## config.mk

```make
export PLATFORM = sky130hd
export DESIGN_NAME = fp_ss_top
export DESIGN_NICKNAME = d
export VERILOG_FILES = /design/src/fp_ss_pkg.sv /design/src/fp_ss_if.sv /design/src/fp_decode.sv /design/src/fp_exec.sv /design/src/fp_issue.sv /design/src/fp_regfile.sv /design/src/fp_spill_reg.sv /design/src/fp_ss_top.sv /design/src/fp_writeback.sv
export SDC_FILE = /design/constraint.sdc
export NUM_CORES = 2
export LEC_CHECK = 0
export ABC_AREA = 0
export CORE_ASPECT_RATIO = 0.5
export CORE_MARGIN = 8
export CORE_UTILIZATION = 30
export DETAILED_ROUTE_END_ITERATION = 7
export DONT_BUFFER_PORTS = 1
export HOLD_SLACK_MARGIN = 0.15
export MAX_ROUTING_LAYER = met4
export PLACE_DENSITY_LB_ADDON = 0.3
export REMOVE_ABC_BUFFERS = 1
export SETUP_SLACK_MARGIN = 0.02
export SLEW_MARGIN = 20
export SYNTH_ARGS = -nofsm -noshare
export SYNTH_HDL_FRONTEND = slang
export SYNTH_SLANG_ARGS = --single-unit
```

## constraint.sdc

```tcl
create_clock -name clk_i -period 14.54 [get_ports clk_i]
set_clock_uncertainty 0.1 [all_clocks]
set_input_delay 2.908 -clock clk_i [delete_from_list [all_inputs] [get_ports clk_i]]
set_output_delay 2.908 -clock clk_i [all_outputs]
set_load 0.05 [all_outputs]
```

## src/fp_ss_pkg.sv

```systemverilog
/* FP subsystem package
   Widths, opcode match patterns and the types shared by the issue path */
`default_nettype none

package fp_ss_pkg;

  localparam int unsigned FLEN    = 32;
  localparam int unsigned REG_AW  = 5;
  localparam int unsigned NUM_FPR = 32;
  localparam int unsigned ID_W    = 5;

  localparam logic [FLEN-1:0] CANON_NAN = 32'h7fc00000;

  // ----------------------------------------------------------
  // Instruction match patterns (funct7 rs2 rs1 funct3 rd opcode)
  // ----------------------------------------------------------
  localparam logic [31:0] FSGNJ_S  = 32'b0010000_?????_?????_000_?????_1010011;
  localparam logic [31:0] FSGNJN_S = 32'b0010000_?????_?????_001_?????_1010011;
  localparam logic [31:0] FSGNJX_S = 32'b0010000_?????_?????_010_?????_1010011;
  localparam logic [31:0] FMIN_S   = 32'b0010100_?????_?????_000_?????_1010011;
  localparam logic [31:0] FMAX_S   = 32'b0010100_?????_?????_001_?????_1010011;
  localparam logic [31:0] FEQ_S    = 32'b1010000_?????_?????_010_?????_1010011;
  localparam logic [31:0] FLT_S    = 32'b1010000_?????_?????_001_?????_1010011;
  localparam logic [31:0] FLE_S    = 32'b1010000_?????_?????_000_?????_1010011;
  localparam logic [31:0] FMV_X_W  = 32'b1110000_00000_?????_000_?????_1010011;
  localparam logic [31:0] FMV_W_X  = 32'b1111000_00000_?????_000_?????_1010011;

  typedef enum logic [3:0] {
    SGNJ, SGNJN, SGNJX, MIN, MAX, FEQ, FLT, FLE, PASS, NONE
  } fp_op_e;

  typedef struct packed {
    logic [ID_W-1:0] id;
    logic [31:0]     op;
    logic [31:0]     arga;
  } acc_req_t;

  typedef struct packed {
    logic [ID_W-1:0] id;
    logic [31:0]     data;
    logic            error;
  } acc_rsp_t;

  typedef struct packed {
    fp_op_e            op;
    logic [REG_AW-1:0] rs1;
    logic [REG_AW-1:0] rs2;
    logic [REG_AW-1:0] rd;
    logic              reads_rs1;
    logic              reads_rs2;
    logic              writes_fpr;
    logic              to_bus;     // result returns on the response channel
    logic              is_move;
    logic              illegal;
  } dec_t;

  // Travels alongside each operation through the execution pipe
  typedef struct packed {
    logic [ID_W-1:0]   id;
    logic [REG_AW-1:0] rd;
    logic              to_bus;
    logic              error;
  } exec_tag_t;

endpackage

`default_nettype wire

```

## src/fp_ss_if.sv

```systemverilog
/* Issue and result channels between the issue stage, the execution
   pipe and the writeback, both valid/ready */
`timescale 1ns/1ps
`default_nettype none

interface fp_issue_if;
  logic                        valid;
  logic                        ready;
  fp_ss_pkg::fp_op_e           op;
  logic [fp_ss_pkg::FLEN-1:0]  opa;
  logic [fp_ss_pkg::FLEN-1:0]  opb;
  fp_ss_pkg::exec_tag_t        tag;

  modport master (output valid, op, opa, opb, tag, input ready);
  modport slave  (input valid, op, opa, opb, tag, output ready);
endinterface

interface fp_result_if;
  logic                        valid;
  logic                        ready;
  logic [fp_ss_pkg::FLEN-1:0]  data;
  fp_ss_pkg::exec_tag_t        tag;

  modport master (output valid, data, tag, input ready);
  modport slave  (input valid, data, tag, output ready);
endinterface

`default_nettype wire

```

## src/fp_decode.sv

```systemverilog
/* Instruction decoder
   Maps an instruction word onto an operation and its register usage */
`timescale 1ns/1ps
`default_nettype none

module fp_decode (
  input  fp_ss_pkg::acc_req_t req_i,
  output fp_ss_pkg::dec_t     dec_o
);

  always_comb begin
    dec_o     = '0;
    dec_o.op  = fp_ss_pkg::NONE;
    dec_o.rd  = req_i.op[11:7];
    dec_o.rs1 = req_i.op[19:15];
    dec_o.rs2 = req_i.op[24:20];

    casez (req_i.op)
      fp_ss_pkg::FSGNJ_S:  dec_o.op = fp_ss_pkg::SGNJ;
      fp_ss_pkg::FSGNJN_S: dec_o.op = fp_ss_pkg::SGNJN;
      fp_ss_pkg::FSGNJX_S: dec_o.op = fp_ss_pkg::SGNJX;
      fp_ss_pkg::FMIN_S:   dec_o.op = fp_ss_pkg::MIN;
      fp_ss_pkg::FMAX_S:   dec_o.op = fp_ss_pkg::MAX;
      fp_ss_pkg::FEQ_S:    dec_o.op = fp_ss_pkg::FEQ;
      fp_ss_pkg::FLT_S:    dec_o.op = fp_ss_pkg::FLT;
      fp_ss_pkg::FLE_S:    dec_o.op = fp_ss_pkg::FLE;
      fp_ss_pkg::FMV_X_W:  dec_o.op = fp_ss_pkg::PASS;
      // Register write straight from arga, bypasses the pipe
      fp_ss_pkg::FMV_W_X:  dec_o.is_move = 1'b1;
      default:             dec_o.illegal = 1'b1;
    endcase

    // Register usage follows from the operation class
    dec_o.reads_rs1  = dec_o.op != fp_ss_pkg::NONE;
    dec_o.reads_rs2  = dec_o.op != fp_ss_pkg::NONE && dec_o.op != fp_ss_pkg::PASS;
    dec_o.writes_fpr = dec_o.is_move ||
                       dec_o.op inside {fp_ss_pkg::SGNJ, fp_ss_pkg::SGNJN,
                                        fp_ss_pkg::SGNJX, fp_ss_pkg::MIN,
                                        fp_ss_pkg::MAX};
    dec_o.to_bus     = dec_o.illegal ||
                       dec_o.op inside {fp_ss_pkg::FEQ, fp_ss_pkg::FLT,
                                        fp_ss_pkg::FLE, fp_ss_pkg::PASS};
  end

endmodule

`default_nettype wire

```

## src/fp_exec.sv

```systemverilog
/* Execution pipe
   Operand register stage, then sign injection, min/max and compares */
`timescale 1ns/1ps
`default_nettype none

module fp_exec (
  input  logic        clk_i,
  input  logic        arst_n_i,
  fp_issue_if.slave   issue,
  fp_result_if.master result
);

  fp_ss_pkg::fp_op_e          s1_op_q;
  logic [fp_ss_pkg::FLEN-1:0] s1_opa_q;
  logic [fp_ss_pkg::FLEN-1:0] s1_opb_q;
  fp_ss_pkg::exec_tag_t       s1_tag_q;
  logic                       s1_valid_q;
  logic [fp_ss_pkg::FLEN-1:0] s2_data_q;
  fp_ss_pkg::exec_tag_t       s2_tag_q;
  logic                       s2_valid_q;
  logic                       advance;
  logic                       a_nan;
  logic                       b_nan;
  logic                       zeros;
  logic                       a_lt_b;
  logic                       is_eq;
  logic [fp_ss_pkg::FLEN-1:0] res;

  // Whole pipe stalls while the result is held
  assign advance     = !s2_valid_q || result.ready;
  assign issue.ready = advance;

  always_ff @(posedge clk_i or negedge arst_n_i) begin
    if (!arst_n_i) begin
      s1_valid_q <= 1'b0;
      s2_valid_q <= 1'b0;
    end else if (advance) begin
      s1_valid_q <= issue.valid;
      s2_valid_q <= s1_valid_q;
    end
  end

  always_ff @(posedge clk_i) begin
    if (advance) begin
      s1_op_q   <= issue.op;
      s1_opa_q  <= issue.opa;
      s1_opb_q  <= issue.opb;
      s1_tag_q  <= issue.tag;
      s2_data_q <= res;
      s2_tag_q  <= s1_tag_q;
    end
  end

  // ----------------------------------------------------------
  // Operand classification
  // ----------------------------------------------------------
  assign a_nan = (&s1_opa_q[30:23]) && (|s1_opa_q[22:0]);
  assign b_nan = (&s1_opb_q[30:23]) && (|s1_opb_q[22:0]);
  assign zeros = (s1_opa_q[30:0] == '0) && (s1_opb_q[30:0] == '0);
  assign is_eq = !a_nan && !b_nan && (s1_opa_q == s1_opb_q || zeros);

  // Total order on sign/magnitude, -0 sits below +0
  always_comb begin
    if (s1_opa_q[31] != s1_opb_q[31]) a_lt_b = s1_opa_q[31];
    else if (s1_opa_q[31]) a_lt_b = s1_opa_q[30:0] > s1_opb_q[30:0];
    else a_lt_b = s1_opa_q[30:0] < s1_opb_q[30:0];
  end

  always_comb begin
    res = '0;
    case (s1_op_q)
      fp_ss_pkg::SGNJ:  res = {s1_opb_q[31], s1_opa_q[30:0]};
      fp_ss_pkg::SGNJN: res = {~s1_opb_q[31], s1_opa_q[30:0]};
      fp_ss_pkg::SGNJX: res = {s1_opa_q[31] ^ s1_opb_q[31], s1_opa_q[30:0]};
      fp_ss_pkg::MIN, fp_ss_pkg::MAX: begin
        if (a_nan && b_nan) res = fp_ss_pkg::CANON_NAN;
        else if (a_nan) res = s1_opb_q;
        else if (b_nan) res = s1_opa_q;
        else if (a_lt_b ^ (s1_op_q == fp_ss_pkg::MAX)) res = s1_opa_q;
        else res = s1_opb_q;
      end
      // Compares see zeros of either sign as equal
      fp_ss_pkg::FEQ:   res[0] = is_eq;
      fp_ss_pkg::FLT:   res[0] = !a_nan && !b_nan && a_lt_b && !zeros;
      fp_ss_pkg::FLE:   res[0] = !a_nan && !b_nan && (a_lt_b || is_eq);
      fp_ss_pkg::PASS:  res = s1_opa_q;
      default:          res = '0;
    endcase
  end

  assign result.valid = s2_valid_q;
  assign result.data  = s2_data_q;
  assign result.tag   = s2_tag_q;

endmodule

`default_nettype wire

```

## src/fp_issue.sv

```systemverilog
/* Issue stage
   Scoreboard of pending destinations, operand read and dispatch to the
   execution pipe or to a direct register move */
`timescale 1ns/1ps
`default_nettype none

module fp_issue (
  input  logic                          clk_i,
  input  logic                          arst_n_i,
  input  logic                          valid_i,
  output logic                          ready_o,
  input  fp_ss_pkg::dec_t               dec_i,
  input  logic [fp_ss_pkg::ID_W-1:0]    id_i,
  input  logic [fp_ss_pkg::FLEN-1:0]    arga_i,
  output logic [fp_ss_pkg::REG_AW-1:0]  raddr_a_o,
  output logic [fp_ss_pkg::REG_AW-1:0]  raddr_b_o,
  input  logic [fp_ss_pkg::FLEN-1:0]    rdata_a_i,
  input  logic [fp_ss_pkg::FLEN-1:0]    rdata_b_i,
  fp_issue_if.master                    issue,
  output logic                          mv_valid_o,
  output logic [fp_ss_pkg::REG_AW-1:0]  mv_rd_o,
  output logic [fp_ss_pkg::FLEN-1:0]    mv_data_o,
  input  logic                          wb_we_i,
  input  logic [fp_ss_pkg::REG_AW-1:0]  wb_waddr_i
);

  logic [fp_ss_pkg::NUM_FPR-1:0] sb_d;
  logic [fp_ss_pkg::NUM_FPR-1:0] sb_q;
  logic                          src_busy;
  logic                          dst_busy;
  logic                          dispatch;

  // ----------------------------------------------------------
  // Hazard checks
  // ----------------------------------------------------------
  assign src_busy = (dec_i.reads_rs1 && sb_q[dec_i.rs1]) ||
                    (dec_i.reads_rs2 && sb_q[dec_i.rs2]);
  // A pending write to rd blocks both moves and pipe ops
  assign dst_busy = dec_i.writes_fpr && sb_q[dec_i.rd];

  // A move goes straight to the write port and is taken at once
  assign mv_valid_o = valid_i && dec_i.is_move && !dst_busy;
  assign mv_rd_o    = dec_i.rd;
  assign mv_data_o  = arga_i;

  assign raddr_a_o   = dec_i.rs1;
  assign raddr_b_o   = dec_i.rs2;
  assign issue.valid = valid_i && !dec_i.is_move && !src_busy && !dst_busy;
  assign issue.op    = dec_i.op;
  assign issue.opa   = rdata_a_i;
  assign issue.opb   = rdata_b_i;
  assign issue.tag   = '{id: id_i, rd: dec_i.rd, to_bus: dec_i.to_bus, error: dec_i.illegal};

  assign dispatch = issue.valid && issue.ready;
  assign ready_o  = mv_valid_o || dispatch;

  // ----------------------------------------------------------
  // Scoreboard
  // ----------------------------------------------------------
  always_comb begin
    sb_d = sb_q;
    if (wb_we_i) sb_d[wb_waddr_i] = 1'b0;
    // Set after clear so a new claim wins
    if (dispatch && dec_i.writes_fpr) sb_d[dec_i.rd] = 1'b1;
  end

  always_ff @(posedge clk_i or negedge arst_n_i) begin
    if (!arst_n_i) begin
      sb_q <= '0;
    end else begin
      sb_q <= sb_d;
    end
  end

  // Pipe results only ever retire registers that were claimed here
  wb_claimed: assert property (@(posedge clk_i) disable iff (!arst_n_i)
    wb_we_i && !mv_valid_o |-> sb_q[wb_waddr_i]);

endmodule

`default_nettype wire

```

## src/fp_regfile.sv

```systemverilog
/* FP register file, 32 x 32 bit, two read ports and one write port */
`timescale 1ns/1ps
`default_nettype none

module fp_regfile (
  input  logic                          clk_i,
  input  logic [fp_ss_pkg::REG_AW-1:0]  raddr_a_i,
  input  logic [fp_ss_pkg::REG_AW-1:0]  raddr_b_i,
  output logic [fp_ss_pkg::FLEN-1:0]    rdata_a_o,
  output logic [fp_ss_pkg::FLEN-1:0]    rdata_b_o,
  input  logic                          we_i,
  input  logic [fp_ss_pkg::REG_AW-1:0]  waddr_i,
  input  logic [fp_ss_pkg::FLEN-1:0]    wdata_i
);

  logic [fp_ss_pkg::FLEN-1:0] mem_q [fp_ss_pkg::NUM_FPR];

  always_ff @(posedge clk_i) begin
    if (we_i) mem_q[waddr_i] <= wdata_i;
  end

  assign rdata_a_o = mem_q[raddr_a_i];
  assign rdata_b_o = mem_q[raddr_b_i];

  wdata_known: assert property (@(posedge clk_i) we_i |-> !$isunknown(wdata_i));

endmodule

`default_nettype wire

```

## src/fp_spill_reg.sv

```systemverilog
/* Spill register
   Two-entry valid/ready buffer that cuts the ready path */
`timescale 1ns/1ps
`default_nettype none

module fp_spill_reg #(
  parameter type T = logic [31:0]
) (
  input  logic clk_i,
  input  logic arst_n_i,
  input  logic valid_i,
  output logic ready_o,
  input  T     data_i,
  output logic valid_o,
  input  logic ready_i,
  output T     data_o
);

  T     a_data_q;
  T     b_data_q;
  logic a_full_q;
  logic b_full_q;
  logic a_fill;
  logic a_drain;
  logic b_fill;
  logic b_drain;

  // A takes new input, B catches A when the output stalls
  assign a_fill  = valid_i && ready_o;
  assign a_drain = a_full_q && !b_full_q;
  assign b_fill  = a_drain && !ready_i;
  assign b_drain = b_full_q && ready_i;

  always_ff @(posedge clk_i or negedge arst_n_i) begin
    if (!arst_n_i) begin
      a_full_q <= 1'b0;
      b_full_q <= 1'b0;
    end else begin
      a_full_q <= a_fill || (a_full_q && !a_drain);
      b_full_q <= b_fill || (b_full_q && !b_drain);
    end
  end

  always_ff @(posedge clk_i) begin
    if (a_fill) a_data_q <= data_i;
    if (b_fill) b_data_q <= a_data_q;
  end

  // B always holds the older entry
  assign ready_o = !a_full_q || !b_full_q;
  assign valid_o = a_full_q || b_full_q;
  assign data_o  = b_full_q ? b_data_q : a_data_q;

  a_out_stable: assert property (@(posedge clk_i) disable iff (!arst_n_i)
    valid_o && !ready_i |=> valid_o && $stable(data_o));

endmodule

`default_nettype wire

```

## src/fp_ss_top.sv

```systemverilog
/* FP issue subsystem top
   Request buffer, decode, issue, register file, pipe and response buffer */
`timescale 1ns/1ps
`default_nettype none

module fp_ss_top (
  input  logic                         clk_i,
  input  logic                         arst_n_i,
  input  logic [fp_ss_pkg::ID_W-1:0]   acc_qid_i,
  input  logic [31:0]                  acc_qdata_op_i,
  input  logic [31:0]                  acc_qdata_arga_i,
  input  logic                         acc_qvalid_i,
  output logic                         acc_qready_o,
  output logic [fp_ss_pkg::ID_W-1:0]   acc_pid_o,
  output logic [31:0]                  acc_pdata_o,
  output logic                         acc_perror_o,
  output logic                         acc_pvalid_o,
  input  logic                         acc_pready_i
);

  fp_ss_pkg::acc_req_t                req_in;
  fp_ss_pkg::acc_req_t                req_q;
  logic                               req_valid;
  logic                               req_ready;
  fp_ss_pkg::dec_t                    dec;
  logic [fp_ss_pkg::REG_AW-1:0]       raddr_a;
  logic [fp_ss_pkg::REG_AW-1:0]       raddr_b;
  logic [fp_ss_pkg::FLEN-1:0]         rdata_a;
  logic [fp_ss_pkg::FLEN-1:0]         rdata_b;
  logic                               mv_valid;
  logic [fp_ss_pkg::REG_AW-1:0]       mv_rd;
  logic [fp_ss_pkg::FLEN-1:0]         mv_data;
  logic                               we;
  logic [fp_ss_pkg::REG_AW-1:0]       waddr;
  logic [fp_ss_pkg::FLEN-1:0]         wdata;
  fp_ss_pkg::acc_rsp_t                rsp;
  fp_ss_pkg::acc_rsp_t                rsp_q;
  logic                               rsp_valid;
  logic                               rsp_ready;

  fp_issue_if  issue_bus ();
  fp_result_if result_bus ();

  assign req_in       = '{id: acc_qid_i, op: acc_qdata_op_i, arga: acc_qdata_arga_i};
  assign acc_pid_o    = rsp_q.id;
  assign acc_pdata_o  = rsp_q.data;
  assign acc_perror_o = rsp_q.error;

  // ----------------------------------------------------------
  // Request side
  // ----------------------------------------------------------
  fp_spill_reg #(.T(fp_ss_pkg::acc_req_t)) req_spill_i (
    .clk_i    (clk_i),
    .arst_n_i (arst_n_i),
    .valid_i  (acc_qvalid_i),
    .ready_o  (acc_qready_o),
    .data_i   (req_in),
    .valid_o  (req_valid),
    .ready_i  (req_ready),
    .data_o   (req_q)
  );

  fp_decode fp_decode_i (
    .req_i (req_q),
    .dec_o (dec)
  );

  // ----------------------------------------------------------
  // Issue, registers and execution
  // ----------------------------------------------------------
  fp_issue fp_issue_i (
    .clk_i      (clk_i),
    .arst_n_i   (arst_n_i),
    .valid_i    (req_valid),
    .ready_o    (req_ready),
    .dec_i      (dec),
    .id_i       (req_q.id),
    .arga_i     (req_q.arga),
    .raddr_a_o  (raddr_a),
    .raddr_b_o  (raddr_b),
    .rdata_a_i  (rdata_a),
    .rdata_b_i  (rdata_b),
    .issue      (issue_bus),
    .mv_valid_o (mv_valid),
    .mv_rd_o    (mv_rd),
    .mv_data_o  (mv_data),
    .wb_we_i    (we),
    .wb_waddr_i (waddr)
  );

  fp_regfile fp_regfile_i (
    .clk_i     (clk_i),
    .raddr_a_i (raddr_a),
    .raddr_b_i (raddr_b),
    .rdata_a_o (rdata_a),
    .rdata_b_o (rdata_b),
    .we_i      (we),
    .waddr_i   (waddr),
    .wdata_i   (wdata)
  );

  fp_exec fp_exec_i (
    .clk_i    (clk_i),
    .arst_n_i (arst_n_i),
    .issue    (issue_bus),
    .result   (result_bus)
  );

  // ----------------------------------------------------------
  // Response side
  // ----------------------------------------------------------
  fp_writeback fp_writeback_i (
    .mv_valid_i  (mv_valid),
    .mv_rd_i     (mv_rd),
    .mv_data_i   (mv_data),
    .result      (result_bus),
    .we_o        (we),
    .waddr_o     (waddr),
    .wdata_o     (wdata),
    .rsp_valid_o (rsp_valid),
    .rsp_ready_i (rsp_ready),
    .rsp_o       (rsp)
  );

  fp_spill_reg #(.T(fp_ss_pkg::acc_rsp_t)) rsp_spill_i (
    .clk_i    (clk_i),
    .arst_n_i (arst_n_i),
    .valid_i  (rsp_valid),
    .ready_o  (rsp_ready),
    .data_i   (rsp),
    .valid_o  (acc_pvalid_o),
    .ready_i  (acc_pready_i),
    .data_o   (rsp_q)
  );

endmodule

`default_nettype wire

```

## src/fp_writeback.sv

```systemverilog
/* Writeback
   Shares the register write port between moves and pipe results and
   turns bus-bound results into responses */
`timescale 1ns/1ps
`default_nettype none

module fp_writeback (
  input  logic                          mv_valid_i,
  input  logic [fp_ss_pkg::REG_AW-1:0]  mv_rd_i,
  input  logic [fp_ss_pkg::FLEN-1:0]    mv_data_i,
  fp_result_if.slave                    result,
  output logic                          we_o,
  output logic [fp_ss_pkg::REG_AW-1:0]  waddr_o,
  output logic [fp_ss_pkg::FLEN-1:0]    wdata_o,
  output logic                          rsp_valid_o,
  input  logic                          rsp_ready_i,
  output fp_ss_pkg::acc_rsp_t           rsp_o
);

  // Move has the write port first, a pipe result waits a cycle
  always_comb begin
    if (mv_valid_i) begin
      we_o    = 1'b1;
      waddr_o = mv_rd_i;
      wdata_o = mv_data_i;
    end else begin
      we_o    = result.valid && !result.tag.to_bus;
      waddr_o = result.tag.rd;
      wdata_o = result.data;
    end
  end

  assign rsp_valid_o = result.valid && result.tag.to_bus;
  assign rsp_o       = '{id: result.tag.id, data: result.data, error: result.tag.error};

  // Ready comes from the sink the tag selects
  assign result.ready = result.tag.to_bus ? rsp_ready_i : !mv_valid_i;

endmodule

`default_nettype wire
```

==> impl_metrics.env <==
export IMPL_first_global_vias=49518
export IMPL_number_of_enable_type_register_cells_in_the_synthesized_netlist=1362
export IMPL_tritoncts="built"
export IMPL_synth_common_cells="nand2_1, edfxtp_1, nand3_1, a311oi_1, clkbuf_1"
export IMPL_critical_path_reg2reg_endpoint="req_spill_i.b_data_q[24]"
export IMPL_crit_path_leading_delay_family="buffers and inverters"
export IMPL_detailedRoute_firstPassIterationCount=6
export IMPL_worst_path_largest_cell_delay_ns=0.85
export IMPL_globalplace_congestion=0.859
export IMPL_clk_path_buf_depth=3
export IMPL_setup_tns_final_ns=0
export IMPL_synth_distinct_cells=83
export IMPL_min_path_type="reg -> reg"
export IMPL_cp_required_ns=14.86
export IMPL_count_of_boundary_i_o_pins=113
export IMPL_async_flop_share_pct=2.71
export IMPL_drt_initial_drc_count=6671
export IMPL_grt_pass1_wl_mm=351
export IMPL_h_tree_depth=4
export IMPL_crit_reg2reg_launch="req_spill_i.b_full_q"
export IMPL_worst_setup_path_type="reg -> reg"
export IMPL_worst_setup_path_startpoint="req_spill_i.b_full_q"
export IMPL_clk_latency_ns=0.82
export IMPL_timing_critical_path_fanout_max=64
export IMPL_wl_per_cell_um=26.6
export IMPL_setup_worst_path_end_class="flop"
export IMPL_floorplan_core_area_sq_um=225000
export IMPL_worst_path_max_delay_cell="buf_4"
export IMPL_io_buffer_count=0
export IMPL_postLayoutSetupSlackWorst_ns=7.71
export IMPL_ys_seq_elements=1400
export IMPL_initial_antenna_violation_count=7
export IMPL_cts_sinks=1400
export IMPL_worst_path_stages=11
export IMPL_finalInstanceArea_sq_um=75500
export IMPL_clock_root_buffer="clkbuf_16"
export IMPL_via_count=53193
export IMPL_p_per_area_nw_per_um2=203
export IMPL_synth_most_common_cell="nand2_1"
export IMPL_global_route_usage_total_pct=19.9
export IMPL_areaGrowthSynthToFinish_pct=11.5
export IMPL_routed_via_density=5.73
export IMPL_largest_net_degree_at_the_start_of_global_routing=167
export IMPL_relSlewSlack_pct=21.8
export IMPL_final_nets=6259
export IMPL_synth_area_per_cell_sq_um=10.5
export IMPL_crit_arrival_ns=7.15
export IMPL_synth_top_cells_by_area="edfxtp_1, nand2_1, nand3_1"
export IMPL_status="finished clean"
export IMPL_cp_num_buf_inv=6
export IMPL_rsz0062_at_grt="no"
export IMPL_sequential_area_share_after_synthesis_pct=61.8
export IMPL_worst_r2r_path_depth=11
export IMPL_syn_std_cell_area_sq_um=67700
export IMPL_setup_viol=0
export IMPL_synth_top_cell_area_share_pct=60.4
export IMPL_syn_instance_count=6417
export IMPL_post_route_cells_drive_above_1_share_pct=7.35
export IMPL_chipHeight_um=352
export IMPL_drv_max_cap_violation_count=0
export IMPL_cts_buffers_inserted=145
export IMPL_total_leakage_power_nw=26.4
export IMPL_postRouteAntennaNets=0
export IMPL_place_area_sq_um=70700
export IMPL_multiInputGateArea_sq_um=24000
export IMPL_grt_ovfl_total=0
export IMPL_min_period_over_period_pct=47.0
export IMPL_r2r_setup_slack_ns=7.71
export IMPL_number_of_fillers_in_the_final_layout=22193
export IMPL_maxSlewViolCount=0
export IMPL_ys_warn_count=0
export IMPL_max_freq_mhz=146
export IMPL_std_cell_rows=123
export IMPL_fp_dieArea_sq_um=242000
export IMPL_whs_ns=0.316
export IMPL_dp_final_hpwl_mm=125
export IMPL_crit_path_frequent_cell="buf_4"
export IMPL_die_width_um=688
export IMPL_chain_of_cells_forming_the_critical_path="buf_4 > buf_4 > mux2i_4 > buf_4 > buf_4 > o21bai_1 > a32oi_1 > a41oi_2 > buf_4 > o311a_4 > buf_4"
export IMPL_clk_transition_reported_paths_ns=0.06
export IMPL_drt_total_wl_mm=246
export IMPL_cts_repair_timing_setup_buffer_count=0
export IMPL_setup_worst_path_end="req_spill_i.b_data_q[24]"
export IMPL_period_needed_ns=6.83
export IMPL_timing_critical_path_from_type="flop"
export IMPL_max_vdd_ir_drop_uv=149
export IMPL_drc=0
export IMPL_cts_hold_repair_buffers=0
export IMPL_timing_worst_slew_pin_value_ns=1.17
export IMPL_hold_viol_final=0
export IMPL_effective_utilization_at_floorplan_pct=30.2
export IMPL_post_place_ws_ns=7.85
export IMPL_cts_resized=0
export IMPL_synthDominantAreaCellType="edfxtp_1"
export IMPL_final_seq_area_sq_um=41900
export IMPL_synth_main_ff_cell="edfxtp_1"
cell type report:
class | count | area share [%]
flip-flops and latches | 1400 | 55.4
multi-input cells | 4430 | 31.8
clock buffers | 183 | 5.16
well taps | 3000 | 4.97
repair buffers | 109 | 1.23
clock inverters | 80 | 1.01
inverters | 69 | 0.343
diodes | 6 | 0.0199
cells in the final DEF (no fill, tap or decap), types with 9 or more instances in the layout:
cell	instances
a31oi_1	74
buf_12	9
or3_1	14
mux2_4	20
nor2_1	66
bufinv_16	12
nor3_1	15
a22o_1	31
a311oi_1	387
a21oi_1	82
nor4_1	17
o31ai_1	43
o21ai_1	13
inv_1	67
buf_4	100
nand4_1	31
o22ai_1	21
edfxtp_1	1362
o311ai_0	33
clkbuf_16	151
nand3_1	728
o211ai_1	16
clkinv_2	21
clkinv_1	32
o21ai_0	39
nand2_1	2164
ha_1	31
nand3b_1	10
a21o_1	35
dfrtp_1	36
and3_1	226
mux2i_1	53
mux2_2	47
and2_1	10
o21ai_4	19
nor2_4	16
a211oi_1	21
nand4b_1	20
clkbuf_1	32
logic make-up (layout without fill, tap and decap cells):
| family | after synthesis | count (layout) | synth area share [%] |
|---|---|---|---|
| simple gates | 3369 | 3369 | 21.7 |
| flops | 1400 | 1400 | 61.8 |
| compound gates | 894 | 894 | 10.1 |
| buf+inv | 587 | 441 | 3.59 |
| mux | 132 | 132 | 2.18 |
| fa+ha+maj | 32 | 32 | 0.588 |
| xor+xnor | 3 | 3 | 0.0388 |
| other cells | 0 | 6 | 0 |
worst register-to-register path: cells and delay by family, from the launching register on:
kind / cells / cell delay [ns]
AOI/OAI and AO/OA: 4 / 1.19
buffers and inverters: 6 / 3.96
DFF: 1 / 0.81
muxes: 1 / 0.36
metrics by stage:
step                      instances  util, %  power (mW)
after global placement         9008     31.5        11.5
after global routing           9275     33.6        16.0
final                          9277     33.6        15.4
after CTS                      9271     33.6        15.3
after floorplan                5899        -        11.0
after detailed placement       9008     31.5        11.5
power by group:
part	internal [mW]	switching, mW	total, mW	leakage [nW]
Sequential	5.21	0.387	5.60	13.2
Combinational	1.61	4.41	6.02	11.0
Clock	2.12	1.62	3.74	2.27
worst min-delay path by stage:
stage / start / end / slack (ns) / cells after the start
global placement: fp_exec_i.result.tag[11] / rsp_spill_i.a_data_q[37] / 0.30 / 0
CTS: fp_exec_i.s1_tag_q[8] / fp_exec_i.result.tag[8] / 0.32 / 0
global route: fp_exec_i.result.tag[8] / rsp_spill_i.a_data_q[34] / 0.32 / 0
detailed placement: fp_exec_i.s1_tag_q[8] / fp_exec_i.result.tag[8] / 0.30 / 0
floorplan: fp_exec_i.s1_tag_q[0] / fp_exec_i.result.tag[0] / 0.30 / 0
finish: fp_exec_i.s1_tag_q[9] / fp_exec_i.result.tag[9] / 0.32 / 0
metal layers:
metal / routed length, um / track usage, % / part of all wire (%)
met5: 0 / - / 0
met1: 105000 / 27.5 / 43
met2: 107000 / 29.2 / 44
met3: 23800 / 3.37 / 9.7
met4: 9720 / 7.81 / 3.9
flip-flops by register name (all words and copies together) (netlist names):
signal                  count
req_spill_i.a_full_q        1
req_spill_i.a_data_q       69
rsp_spill_i.b_full_q        1
fp_exec_i.result.data      32
fp_exec_i.s1_op_q           4
fp_exec_i.s1_opa_q         32
fp_exec_i.s1_tag_q         12
fp_issue_i.sb_q            32
fp_exec_i.result.tag       12
fp_exec_i.s1_opb_q         32
fp_regfile_i.mem_q       1024
req_spill_i.b_data_q       69
rsp_spill_i.a_data_q       38
rsp_spill_i.b_data_q       38
rsp_spill_i.a_full_q        1
fp_exec_i.result.valid      1
fp_exec_i.s1_valid_q        1
req_spill_i.b_full_q        1
Note: power is estimated with default switching activity, not from simulation.
